`src/hdl/rvv_backend_pkg.sv`:
```
package rvv_backend_pkg;

  // operation category, the funct3 field of OP-V instructions
  // OPF categories are not part of this backend
  typedef enum logic [2:0] {
    OPIVV = 3'b000,
    OPMVV = 3'b010,
    OPIVI = 3'b011,
    OPIVX = 3'b100,
    OPMVX = 3'b110
  } exe_funct3_e;

  // OPM funct6 codes for the mask-register logical group
  // all of them sit in the 0110xx / 0111xx block of the opcode map
  typedef enum logic [5:0] {
    // vd = vs2 & ~vs1
    VMANDN = 6'b011000,
    // vd = vs2 & vs1
    VMAND  = 6'b011001,
    // vd = vs2 | vs1
    VMOR   = 6'b011010,
    // vd = vs2 ^ vs1
    VMXOR  = 6'b011011,
    // vd = vs2 | ~vs1
    VMORN  = 6'b011100,
    // vd = ~(vs2 & vs1)
    VMNAND = 6'b011101,
    // vd = ~(vs2 | vs1)
    VMNOR  = 6'b011110,
    // vd = ~(vs2 ^ vs1)
    VMXNOR = 6'b011111
  } opm_funct6_e;

endpackage
```
`src/hdl/rvv_backend_alu.sv`:
```
`timescale 1ns/1ps

module rvv_backend_alu
  import rvv_backend_pkg::*;
#(
  parameter int vlen            = 128,
  parameter int rob_depth_width = 3,
  parameter int rs_depth        = 4,
  localparam int vstart_width   = $clog2(vlen)
) (
  input  logic                       clk,
  input  logic                       reset,

  // dispatch
  input  logic                       uop_valid,
  output logic                       rs_full,
  input  logic [rob_depth_width-1:0] uop_rob_entry,
  input  exe_funct3_e                uop_funct3,
  input  logic [5:0]                 uop_funct6,
  input  logic [vstart_width-1:0]    uop_vstart,
  input  logic                       uop_vm,
  input  logic [vlen-1:0]            uop_vd_data,
  input  logic                       uop_vd_valid,
  input  logic [vlen-1:0]            uop_vs1_data,
  input  logic                       uop_vs1_valid,
  input  logic [vlen-1:0]            uop_vs2_data,
  input  logic                       uop_vs2_valid,

  // ROB writeback
  output logic                       result_valid,
  output logic [rob_depth_width-1:0] result_rob_entry,
  output logic [vlen-1:0]            result_data
);

  // queue head to ALU
  logic                       issue_valid;
  logic [rob_depth_width-1:0] issue_rob_entry;
  exe_funct3_e                issue_funct3;
  logic [5:0]                 issue_funct6;
  logic [vstart_width-1:0]    issue_vstart;
  logic                       issue_vm;
  logic [vlen-1:0]            issue_vd_data;
  logic                       issue_vd_valid;
  logic [vlen-1:0]            issue_vs1_data;
  logic                       issue_vs1_valid;
  logic [vlen-1:0]            issue_vs2_data;
  logic                       issue_vs2_valid;

  rvv_backend_alu_rs #(
    .vlen            (vlen),
    .rob_depth_width (rob_depth_width),
    .rs_depth        (rs_depth)
  ) alu_rs0 (
    .clk             (clk),
    .reset           (reset),
    .uop_valid       (uop_valid),
    .rs_full         (rs_full),
    .uop_rob_entry   (uop_rob_entry),
    .uop_funct3      (uop_funct3),
    .uop_funct6      (uop_funct6),
    .uop_vstart      (uop_vstart),
    .uop_vm          (uop_vm),
    .uop_vd_data     (uop_vd_data),
    .uop_vd_valid    (uop_vd_valid),
    .uop_vs1_data    (uop_vs1_data),
    .uop_vs1_valid   (uop_vs1_valid),
    .uop_vs2_data    (uop_vs2_data),
    .uop_vs2_valid   (uop_vs2_valid),
    .issue_valid     (issue_valid),
    .issue_rob_entry (issue_rob_entry),
    .issue_funct3    (issue_funct3),
    .issue_funct6    (issue_funct6),
    .issue_vstart    (issue_vstart),
    .issue_vm        (issue_vm),
    .issue_vd_data   (issue_vd_data),
    .issue_vd_valid  (issue_vd_valid),
    .issue_vs1_data  (issue_vs1_data),
    .issue_vs1_valid (issue_vs1_valid),
    .issue_vs2_data  (issue_vs2_data),
    .issue_vs2_valid (issue_vs2_valid)
  );

  // single-cycle execute, result leaves in the issue cycle
  rvv_backend_alu_unit #(
    .vlen             (vlen),
    .rob_depth_width  (rob_depth_width)
  ) alu_unit0 (
    .issue_valid      (issue_valid),
    .issue_rob_entry  (issue_rob_entry),
    .issue_funct3     (issue_funct3),
    .issue_funct6     (issue_funct6),
    .issue_vstart     (issue_vstart),
    .issue_vm         (issue_vm),
    .issue_vd_data    (issue_vd_data),
    .issue_vd_valid   (issue_vd_valid),
    .issue_vs1_data   (issue_vs1_data),
    .issue_vs1_valid  (issue_vs1_valid),
    .issue_vs2_data   (issue_vs2_data),
    .issue_vs2_valid  (issue_vs2_valid),
    .result_valid     (result_valid),
    .result_rob_entry (result_rob_entry),
    .result_data      (result_data)
  );

endmodule

```
`src/hdl/rvv_backend_alu_unit.sv`:
```
`timescale 1ns/1ps

module rvv_backend_alu_unit
  import rvv_backend_pkg::*;
#(
  parameter int vlen            = 128,
  parameter int rob_depth_width = 3,
  localparam int vstart_width   = $clog2(vlen)
) (
  // uop from the reservation queue
  input  logic                       issue_valid,
  input  logic [rob_depth_width-1:0] issue_rob_entry,
  input  exe_funct3_e                issue_funct3,
  input  logic [5:0]                 issue_funct6,
  input  logic [vstart_width-1:0]    issue_vstart,
  input  logic                       issue_vm,
  input  logic [vlen-1:0]            issue_vd_data,
  input  logic                       issue_vd_valid,
  input  logic [vlen-1:0]            issue_vs1_data,
  input  logic                       issue_vs1_valid,
  input  logic [vlen-1:0]            issue_vs2_data,
  input  logic                       issue_vs2_valid,

  // writeback toward the ROB
  output logic                       result_valid,
  output logic [rob_depth_width-1:0] result_rob_entry,
  output logic [vlen-1:0]            result_data
);

  logic            is_opm;
  logic            opm_supported;
  logic            operands_ok;
  logic            exe_valid;
  logic [vlen-1:0] src2_data;
  logic [vlen-1:0] src1_data;
  logic [vlen-1:0] mask_result;
  logic [vlen-1:0] prestart;

  // bitwise mask-register logic, vs2 op vs1
  function automatic logic [vlen-1:0] f_mask_logic(
    input logic [5:0]      funct6,
    input logic [vlen-1:0] vs2,
    input logic [vlen-1:0] vs1
  );
    logic [vlen-1:0] res;
    res = '0;
    case (funct6)
      VMANDN:  res = vs2 & ~vs1;
      VMAND:   res = vs2 & vs1;
      VMOR:    res = vs2 | vs1;
      VMXOR:   res = vs2 ^ vs1;
      VMORN:   res = vs2 | ~vs1;
      VMNAND:  res = ~(vs2 & vs1);
      VMNOR:   res = ~(vs2 | vs1);
      VMXNOR:  res = ~(vs2 ^ vs1);
      default: res = '0;
    endcase
    return res;
  endfunction

  // decode
  always_comb begin
    is_opm        = 1'b0;
    opm_supported = 1'b0;
    case (issue_funct3)
      OPMVV,
      OPMVX: begin
        is_opm = 1'b1;
        case (issue_funct6)
          VMANDN,
          VMAND,
          VMOR,
          VMXOR,
          VMORN,
          VMNAND,
          VMNOR,
          VMXNOR: opm_supported = 1'b1;
          default: opm_supported = 1'b0;
        endcase
      end
      // OPI arithmetic is not implemented here
      default: begin
        is_opm        = 1'b0;
        opm_supported = 1'b0;
      end
    endcase
  end

  // mask ops are never masked by v0, so vm must be set
  assign operands_ok = issue_vs1_valid & issue_vs2_valid & issue_vd_valid & issue_vm;
  assign exe_valid   = issue_valid & opm_supported & operands_ok;

  // keep the logic quiet when nothing useful is issued
  assign src2_data = exe_valid ? issue_vs2_data : '0;
  assign src1_data = exe_valid ? issue_vs1_data : '0;

  assign mask_result = f_mask_logic(issue_funct6, src2_data, src1_data);

  // bits below vstart are not written
  always_comb begin
    prestart = '0;
    for (int i = 0; i < vlen; i++) begin
      prestart[i] = (i < issue_vstart);
    end
  end

  assign result_data      = (issue_vd_data & prestart) | (mask_result & ~prestart);
  assign result_rob_entry = issue_rob_entry;
  assign result_valid     = exe_valid;

  // no clock reaches this unit, so the checks run on the issue inputs
  always_comb begin
    if (issue_valid) begin
      a_opm_category: assert (is_opm)
        else $error("alu unit: rob_entry=%0d unsupported funct3 %s",
                    issue_rob_entry, issue_funct3.name());
      if (is_opm) begin
        a_opm_funct6: assert (opm_supported)
          else $error("alu unit: rob_entry=%0d unsupported opm funct6 %b",
                      issue_rob_entry, issue_funct6);
      end
      if (opm_supported) begin
        a_operands: assert (operands_ok)
          else $error("alu unit: rob_entry=%0d vs1(%0b) vs2(%0b) vd(%0b) vm(%0b) should all be 1",
                      issue_rob_entry, issue_vs1_valid, issue_vs2_valid,
                      issue_vd_valid, issue_vm);
      end
    end
  end

endmodule

```
`src/hdl/rvv_backend_alu_rs.sv`:
```
`timescale 1ns/1ps

module rvv_backend_alu_rs
  import rvv_backend_pkg::*;
#(
  parameter int vlen            = 128,
  parameter int rob_depth_width = 3,
  parameter int rs_depth        = 4,
  localparam int vstart_width   = $clog2(vlen)
) (
  input  logic                       clk,
  input  logic                       reset,

  // dispatch side
  input  logic                       uop_valid,
  output logic                       rs_full,
  input  logic [rob_depth_width-1:0] uop_rob_entry,
  input  exe_funct3_e                uop_funct3,
  input  logic [5:0]                 uop_funct6,
  input  logic [vstart_width-1:0]    uop_vstart,
  input  logic                       uop_vm,
  input  logic [vlen-1:0]            uop_vd_data,
  input  logic                       uop_vd_valid,
  input  logic [vlen-1:0]            uop_vs1_data,
  input  logic                       uop_vs1_valid,
  input  logic [vlen-1:0]            uop_vs2_data,
  input  logic                       uop_vs2_valid,

  // head of queue toward the ALU
  output logic                       issue_valid,
  output logic [rob_depth_width-1:0] issue_rob_entry,
  output exe_funct3_e                issue_funct3,
  output logic [5:0]                 issue_funct6,
  output logic [vstart_width-1:0]    issue_vstart,
  output logic                       issue_vm,
  output logic [vlen-1:0]            issue_vd_data,
  output logic                       issue_vd_valid,
  output logic [vlen-1:0]            issue_vs1_data,
  output logic                       issue_vs1_valid,
  output logic [vlen-1:0]            issue_vs2_data,
  output logic                       issue_vs2_valid
);

  localparam int ptr_width = (rs_depth > 1) ? $clog2(rs_depth) : 1;
  localparam int cnt_width = $clog2(rs_depth + 1);

  // entry storage, one array per field
  logic [rob_depth_width-1:0] rob_entry_q [rs_depth];
  exe_funct3_e                funct3_q    [rs_depth];
  logic [5:0]                 funct6_q    [rs_depth];
  logic [vstart_width-1:0]    vstart_q    [rs_depth];
  logic                       vm_q        [rs_depth];
  logic [vlen-1:0]            vd_data_q   [rs_depth];
  logic                       vd_valid_q  [rs_depth];
  logic [vlen-1:0]            vs1_data_q  [rs_depth];
  logic                       vs1_valid_q [rs_depth];
  logic [vlen-1:0]            vs2_data_q  [rs_depth];
  logic                       vs2_valid_q [rs_depth];

  logic [ptr_width-1:0] wr_ptr;
  logic [ptr_width-1:0] rd_ptr;
  logic [cnt_width-1:0] count;
  logic                 push;
  logic                 pop;

  // wrap at rs_depth, depth need not be a power of two
  function automatic logic [ptr_width-1:0] ptr_inc(input logic [ptr_width-1:0] ptr);
    if (ptr == ptr_width'(rs_depth - 1)) begin
      return '0;
    end
    return ptr + 1'b1;
  endfunction

  assign rs_full     = (count == cnt_width'(rs_depth));
  assign issue_valid = (count != '0);
  // the ALU never stalls, so the head leaves every cycle it is valid
  assign pop         = issue_valid;
  assign push        = uop_valid & ~rs_full;

  always_ff @(posedge clk) begin
    if (reset) begin
      wr_ptr <= '0;
      rd_ptr <= '0;
      count  <= '0;
    end else begin
      if (push) begin
        wr_ptr <= ptr_inc(wr_ptr);
      end
      if (pop) begin
        rd_ptr <= ptr_inc(rd_ptr);
      end
      case ({push, pop})
        2'b10:   count <= count + 1'b1;
        2'b01:   count <= count - 1'b1;
        default: count <= count;
      endcase
    end
  end

  always_ff @(posedge clk) begin
    if (push) begin
      rob_entry_q[wr_ptr] <= uop_rob_entry;
      funct3_q[wr_ptr]    <= uop_funct3;
      funct6_q[wr_ptr]    <= uop_funct6;
      vstart_q[wr_ptr]    <= uop_vstart;
      vm_q[wr_ptr]        <= uop_vm;
      vd_data_q[wr_ptr]   <= uop_vd_data;
      vd_valid_q[wr_ptr]  <= uop_vd_valid;
      vs1_data_q[wr_ptr]  <= uop_vs1_data;
      vs1_valid_q[wr_ptr] <= uop_vs1_valid;
      vs2_data_q[wr_ptr]  <= uop_vs2_data;
      vs2_valid_q[wr_ptr] <= uop_vs2_valid;
    end
  end

  // head entry straight from storage
  assign issue_rob_entry = rob_entry_q[rd_ptr];
  assign issue_funct3    = funct3_q[rd_ptr];
  assign issue_funct6    = funct6_q[rd_ptr];
  assign issue_vstart    = vstart_q[rd_ptr];
  assign issue_vm        = vm_q[rd_ptr];
  assign issue_vd_data   = vd_data_q[rd_ptr];
  assign issue_vd_valid  = vd_valid_q[rd_ptr];
  assign issue_vs1_data  = vs1_data_q[rd_ptr];
  assign issue_vs1_valid = vs1_valid_q[rd_ptr];
  assign issue_vs2_data  = vs2_data_q[rd_ptr];
  assign issue_vs2_valid = vs2_valid_q[rd_ptr];

  // dispatch must hold off while the queue reports full
  a_no_push_when_full: assert property (@(posedge clk) disable iff (reset)
    rs_full |-> !uop_valid)
    else $error("alu rs: uop_valid raised while rs_full is high");

  a_count_bound: assert property (@(posedge clk) disable iff (reset)
    count <= cnt_width'(rs_depth))
    else $error("alu rs: occupancy %0d above rs_depth %0d", count, rs_depth);

endmodule

```
`config.mk`:
```
export PLATFORM = sky130hd
export DESIGN_NAME = rvv_backend_alu
export DESIGN_NICKNAME = d
export VERILOG_FILES = /design/src/hdl/rvv_backend_pkg.sv /design/src/hdl/rvv_backend_alu.sv /design/src/hdl/rvv_backend_alu_unit.sv /design/src/hdl/rvv_backend_alu_rs.sv
export SDC_FILE = /design/constraint.sdc
export NUM_CORES = 2
export LEC_CHECK = 0
export BUFFER_PORTS_ARGS = -buffer_cell sky130_fd_sc_hd__buf_2
export CAP_MARGIN = 20
export CELL_PAD_IN_SITES_DETAIL_PLACEMENT = 2
export CELL_PAD_IN_SITES_GLOBAL_PLACEMENT = 2
export CORE_MARGIN = 1
export CORE_UTILIZATION = 35
export DETAILED_ROUTE_END_ITERATION = 6
export GPL_ROUTABILITY_DRIVEN = 0
export PLACE_DENSITY = 0.73
export REMOVE_ABC_BUFFERS = 1
export SYNTH_ARGS = -nofsm -noshare
export SYNTH_HDL_FRONTEND = slang
export SYNTH_SLANG_ARGS = --single-unit
```
`constraint.sdc`:
```
create_clock -name clk -period 15.2 [get_ports clk]
set_input_delay 3.04 -clock clk [delete_from_list [all_inputs] [get_ports clk]]
set_output_delay 3.04 -clock clk [all_outputs]
set_load 0.02 [all_outputs]
```
==> run_results.csv <==
group,metric,value,unit
logic_synthesis,synth_fa_ha_area_frac,0.0821,
clock_network,clkLatencyLatePin,0.86,ns
sta,finalSetupViolations,0,
routing,via_per_inst,5.52,
power,switchingPower,6.15,mW
sta,fin_tns_setup,0,ns
logic_synthesis,synth_top_family_by_area,"multiplexers",
outcome,status,"complete, no violations",
routing,wl_per_cell,30.1,um
sta,drv_slew,0,
worst_setup_path,cp.required,12.16,ns
power,p_comb_frac,0.377,
floorplanning,dieArea,0.228,mm^2
layout,seq_area,0.0488,mm^2
power,switching_share,0.390,
logic_synthesis,synth-edff-count,1620,
logic_synthesis,ys_ff_latch,1629,
placement,portBuffers,540,
logic_synthesis,synthFlopType,"edfxtp_1",
hold_path,hold_path_class,"flip-flop to flip-flop",
clock_network,cts_root_buf,"clkbuf_16",
clock_network,htreeDepth,4,
worst_setup_path,endpoint_kind,"output pin",
logic_synthesis,synth_xor_area_frac,0.00730,
clock_network,cts_setup_buffers,0,
sta,finalHoldViolCount,0,
clock_network,clk_pin_slew,0.06,ns
routing,ant_nets,0,
power,pwr-share-clk,0.276,
layout,drive_above_1_share,0.222,
routing,firstDrtPassIters,7,
worst_setup_path,setup.worst_path.start_class,"flip-flop",
sta,slew_headroom,0.217,
logic_synthesis,async_reset_ff_frac,0,
floorplanning,core_area,0.225,mm^2
logic_synthesis,synthSimpleGateAreaFrac,0.0365,
routing,dr_total_vias,50200,
worst_setup_path,critPathKind,"flip-flop to output pin",
logic_synthesis,ys_top_cells_by_area,"edfxtp_1 61%, ha_1 8.2%, mux2i_1 4.5%, mux4_2 4.0%, mux2_2 3.8%",
clock_network,cts_tree,"done",
power,cellPowerDensity,173,mW/mm^2
placement,place_inst,8685,
sta,timing.hold.ws,0.493,ns
grt,grt_usage,0.235,
logic_synthesis,ys_warn_count,0,
logic_synthesis,syn-cell-area,0.0791,mm^2
power,p_seq_frac,0.347,
clock_network,clockBufferDepth,3,
sta,setup_ws,5.35,ns
power,peakVddDrop,149,uV
floorplanning,start_util,0.352,
worst_setup_path,critPathMaxFanout,91,
logic_synthesis,synthCells,5406,
sta,layout_min_cycle_time,9.85,ns
flow_run,drv_cap,0,
sta,rsz0062_at_grt,"false",
clock_network,cts_resized,0,
floorplanning,ios,543,
placement,dp_slack,5.95,ns
grt,grt_max_degree,122,
clock_network,hold_buffers,0,
routing,drc_errors,0,
logic_synthesis,yosys-mux-area-fraction,0.124,
sta,clock.fmax,0.102,GHz
logic_synthesis,synth_common_cells,"1620 x edfxtp_1, 518 x ha_1, 448 x nand2_1",
logic_synthesis,synth.distinct_cells,83,
sta,max_slew.worst_pin.slew,1.16,ns
placement,hpwl,176000,um
grt,antenna_found_initial,138,
layout,multi_input_area,0.0277,mm^2
layout,nets,6813,
layout,fillerInstances,22100,
worst_setup_path,cp.arrival,6.81,ns
layout,fin_cells,9082,
logic_synthesis,synth_top_area_frac,0.615,
grt,grt_pass1_vias,55600,
logic_synthesis,synth_area_leader_cell,"edfxtp_1",
floorplanning,fp.dieH,478,um
logic_synthesis,ys_seq_area_frac,0.617,
clock_network,numCtsBuffers,189,
routing,drt-initial-drc-count,3178,
routing,drt_wl_total,273000,um
floorplanning,rows,174,
clock_network,clock-sinks,1629,
logic_synthesis,synth-compound-area-share,0.0985,
grt,gr-total-overflow,0,
sta,min_period_over_period,0.648,
grt,grt_first_pass_wirelength,391000,um
layout,area_growth,15.0,%
power,internal-power,9.61,mW
sta,worst_clock_skew,0.0301,ns
logic_synthesis,syn_area_per_cell,14.6,um^2
power,p_leak,33.6,nW
logic_synthesis,yosysMostFrequentCell,"edfxtp_1",
floorplanning,fp.dieW,478,um
sequential cells by signal, indices dropped and copies added, names as in the netlist, named ones only:
name and flops:
alu_rs0.vm_q 4, alu_rs0.vs2_valid_q 4, alu_rs0.rd_ptr 2, alu_rs0.vd_data_q 508, alu_rs0.vs1_data_q 512, alu_rs0.vs2_data_q 512, alu_rs0.vs1_valid_q 4, alu_rs0.wr_ptr 2
alu_rs0.funct3_q 8, alu_rs0.rob_entry_q 12, alu_rs0.vstart_q 28, alu_rs0.vd_valid_q 4, alu_rs0.funct6_q 24, alu_rs0.count 3
final timing paths:
path / cells past startpoint / start / slack, ns / end
worst min-delay path: 2 / alu_rs0.rd_ptr[1] / 0.49 / flip-flop
worst max register to register: 6 / alu_rs0.count[0] / 11.20 / alu_rs0.vs1_data_q[2][120]
worst min register to register: 2 / alu_rs0.rd_ptr[1] / 0.49 / flip-flop
worst max-delay path: 10 / flip-flop / 5.35 / result_data[15]
area by class of cell:
| cell class | instances | area share |
|---|---|---|
| diodes | 56 | 0.00154 |
| clock buffers | 243 | 0.0546 |
| clock inverters | 98 | 0.00929 |
| inverters | 312 | 0.0129 |
| multi-input cells | 3112 | 0.304 |
| flip-flops and latches | 1629 | 0.536 |
| well taps | 2992 | 0.0411 |
| repair buffers | 640 | 0.0398 |
cell usage in the layout, fill, tap and decap left out, types with 56 or more instances in the layout:
master and count:
o211ai_1 169, ha_1 518, edfxtp_1 1620, buf_2 540
mux4_2 138, mux2i_1 356, o21ai_0 123, nand2_1 445
nor2_1 188, clkbuf_16 191, diode_2 56, a21oi_1 167
inv_1 312, mux2_2 266, o211a_1 129, buf_4 85
layer usage:
metal / vias up / wire, um / global-route usage / share of wire
met3: 561 / 14200 / 0.0468 / 0.052
met4: 86 / 10200 / 0.0949 / 0.037
met5: - / 556 / 0 / 0.0020
met1: 26500 / 112000 / 0.289 / 0.41
li1: 21700 / - / - / -
met2: 1317 / 137000 / 0.403 / 0.50
power groups by stage:
stage                     Sequential, mW  Combinational, mW  Clock [mW]
final                               5.47               5.94        4.35
after global routing                5.50               6.30        4.61
after CTS                           5.47               6.03        4.46
after detailed placement            5.57               5.98           0
after global placement              5.53               5.77           0
after floorplan                     6.05               4.74           0
cell families (layout without fill, tap and decap cells):
group / Yosys count / after routing
other: 0 / 56
adders and majority gates: 519 / 519
DFF: 1629 / 1629
AOI/OAI and AO/OA: 1046 / 1046
and+or+nand+nor: 714 / 714
muxes: 767 / 767
xor gates and xnor gates: 66 / 66
buffers and inverters: 665 / 1293
per-stage QoR:
step | area [um^2] | util | total power [mW]
3_3_place_gp | 85100 | 0.379 | 11.3
4_1_cts | 90900 | 0.405 | 16.0
2_1_floorplan | 77500 | - | 10.8
3_5_place_dp | 85100 | 0.379 | 11.5
6_report | 91000 | 0.405 | 15.8
5_1_grt | 91000 | 0.405 | 16.4
critical path, stage by stage (launching register included):
cell	delay, ns
dfxtp_4	0.64
buf_4	0.64
buf_4	0.51
buf_12	0.48
mux4_2	0.76
nor2_2	0.76
nand2_1	0.54
nor2_1	0.71
a21oi_1	0.08
a21oi_1	0.46
buf_2	0.27
Note: power is estimated with default switching activity, not from simulation.
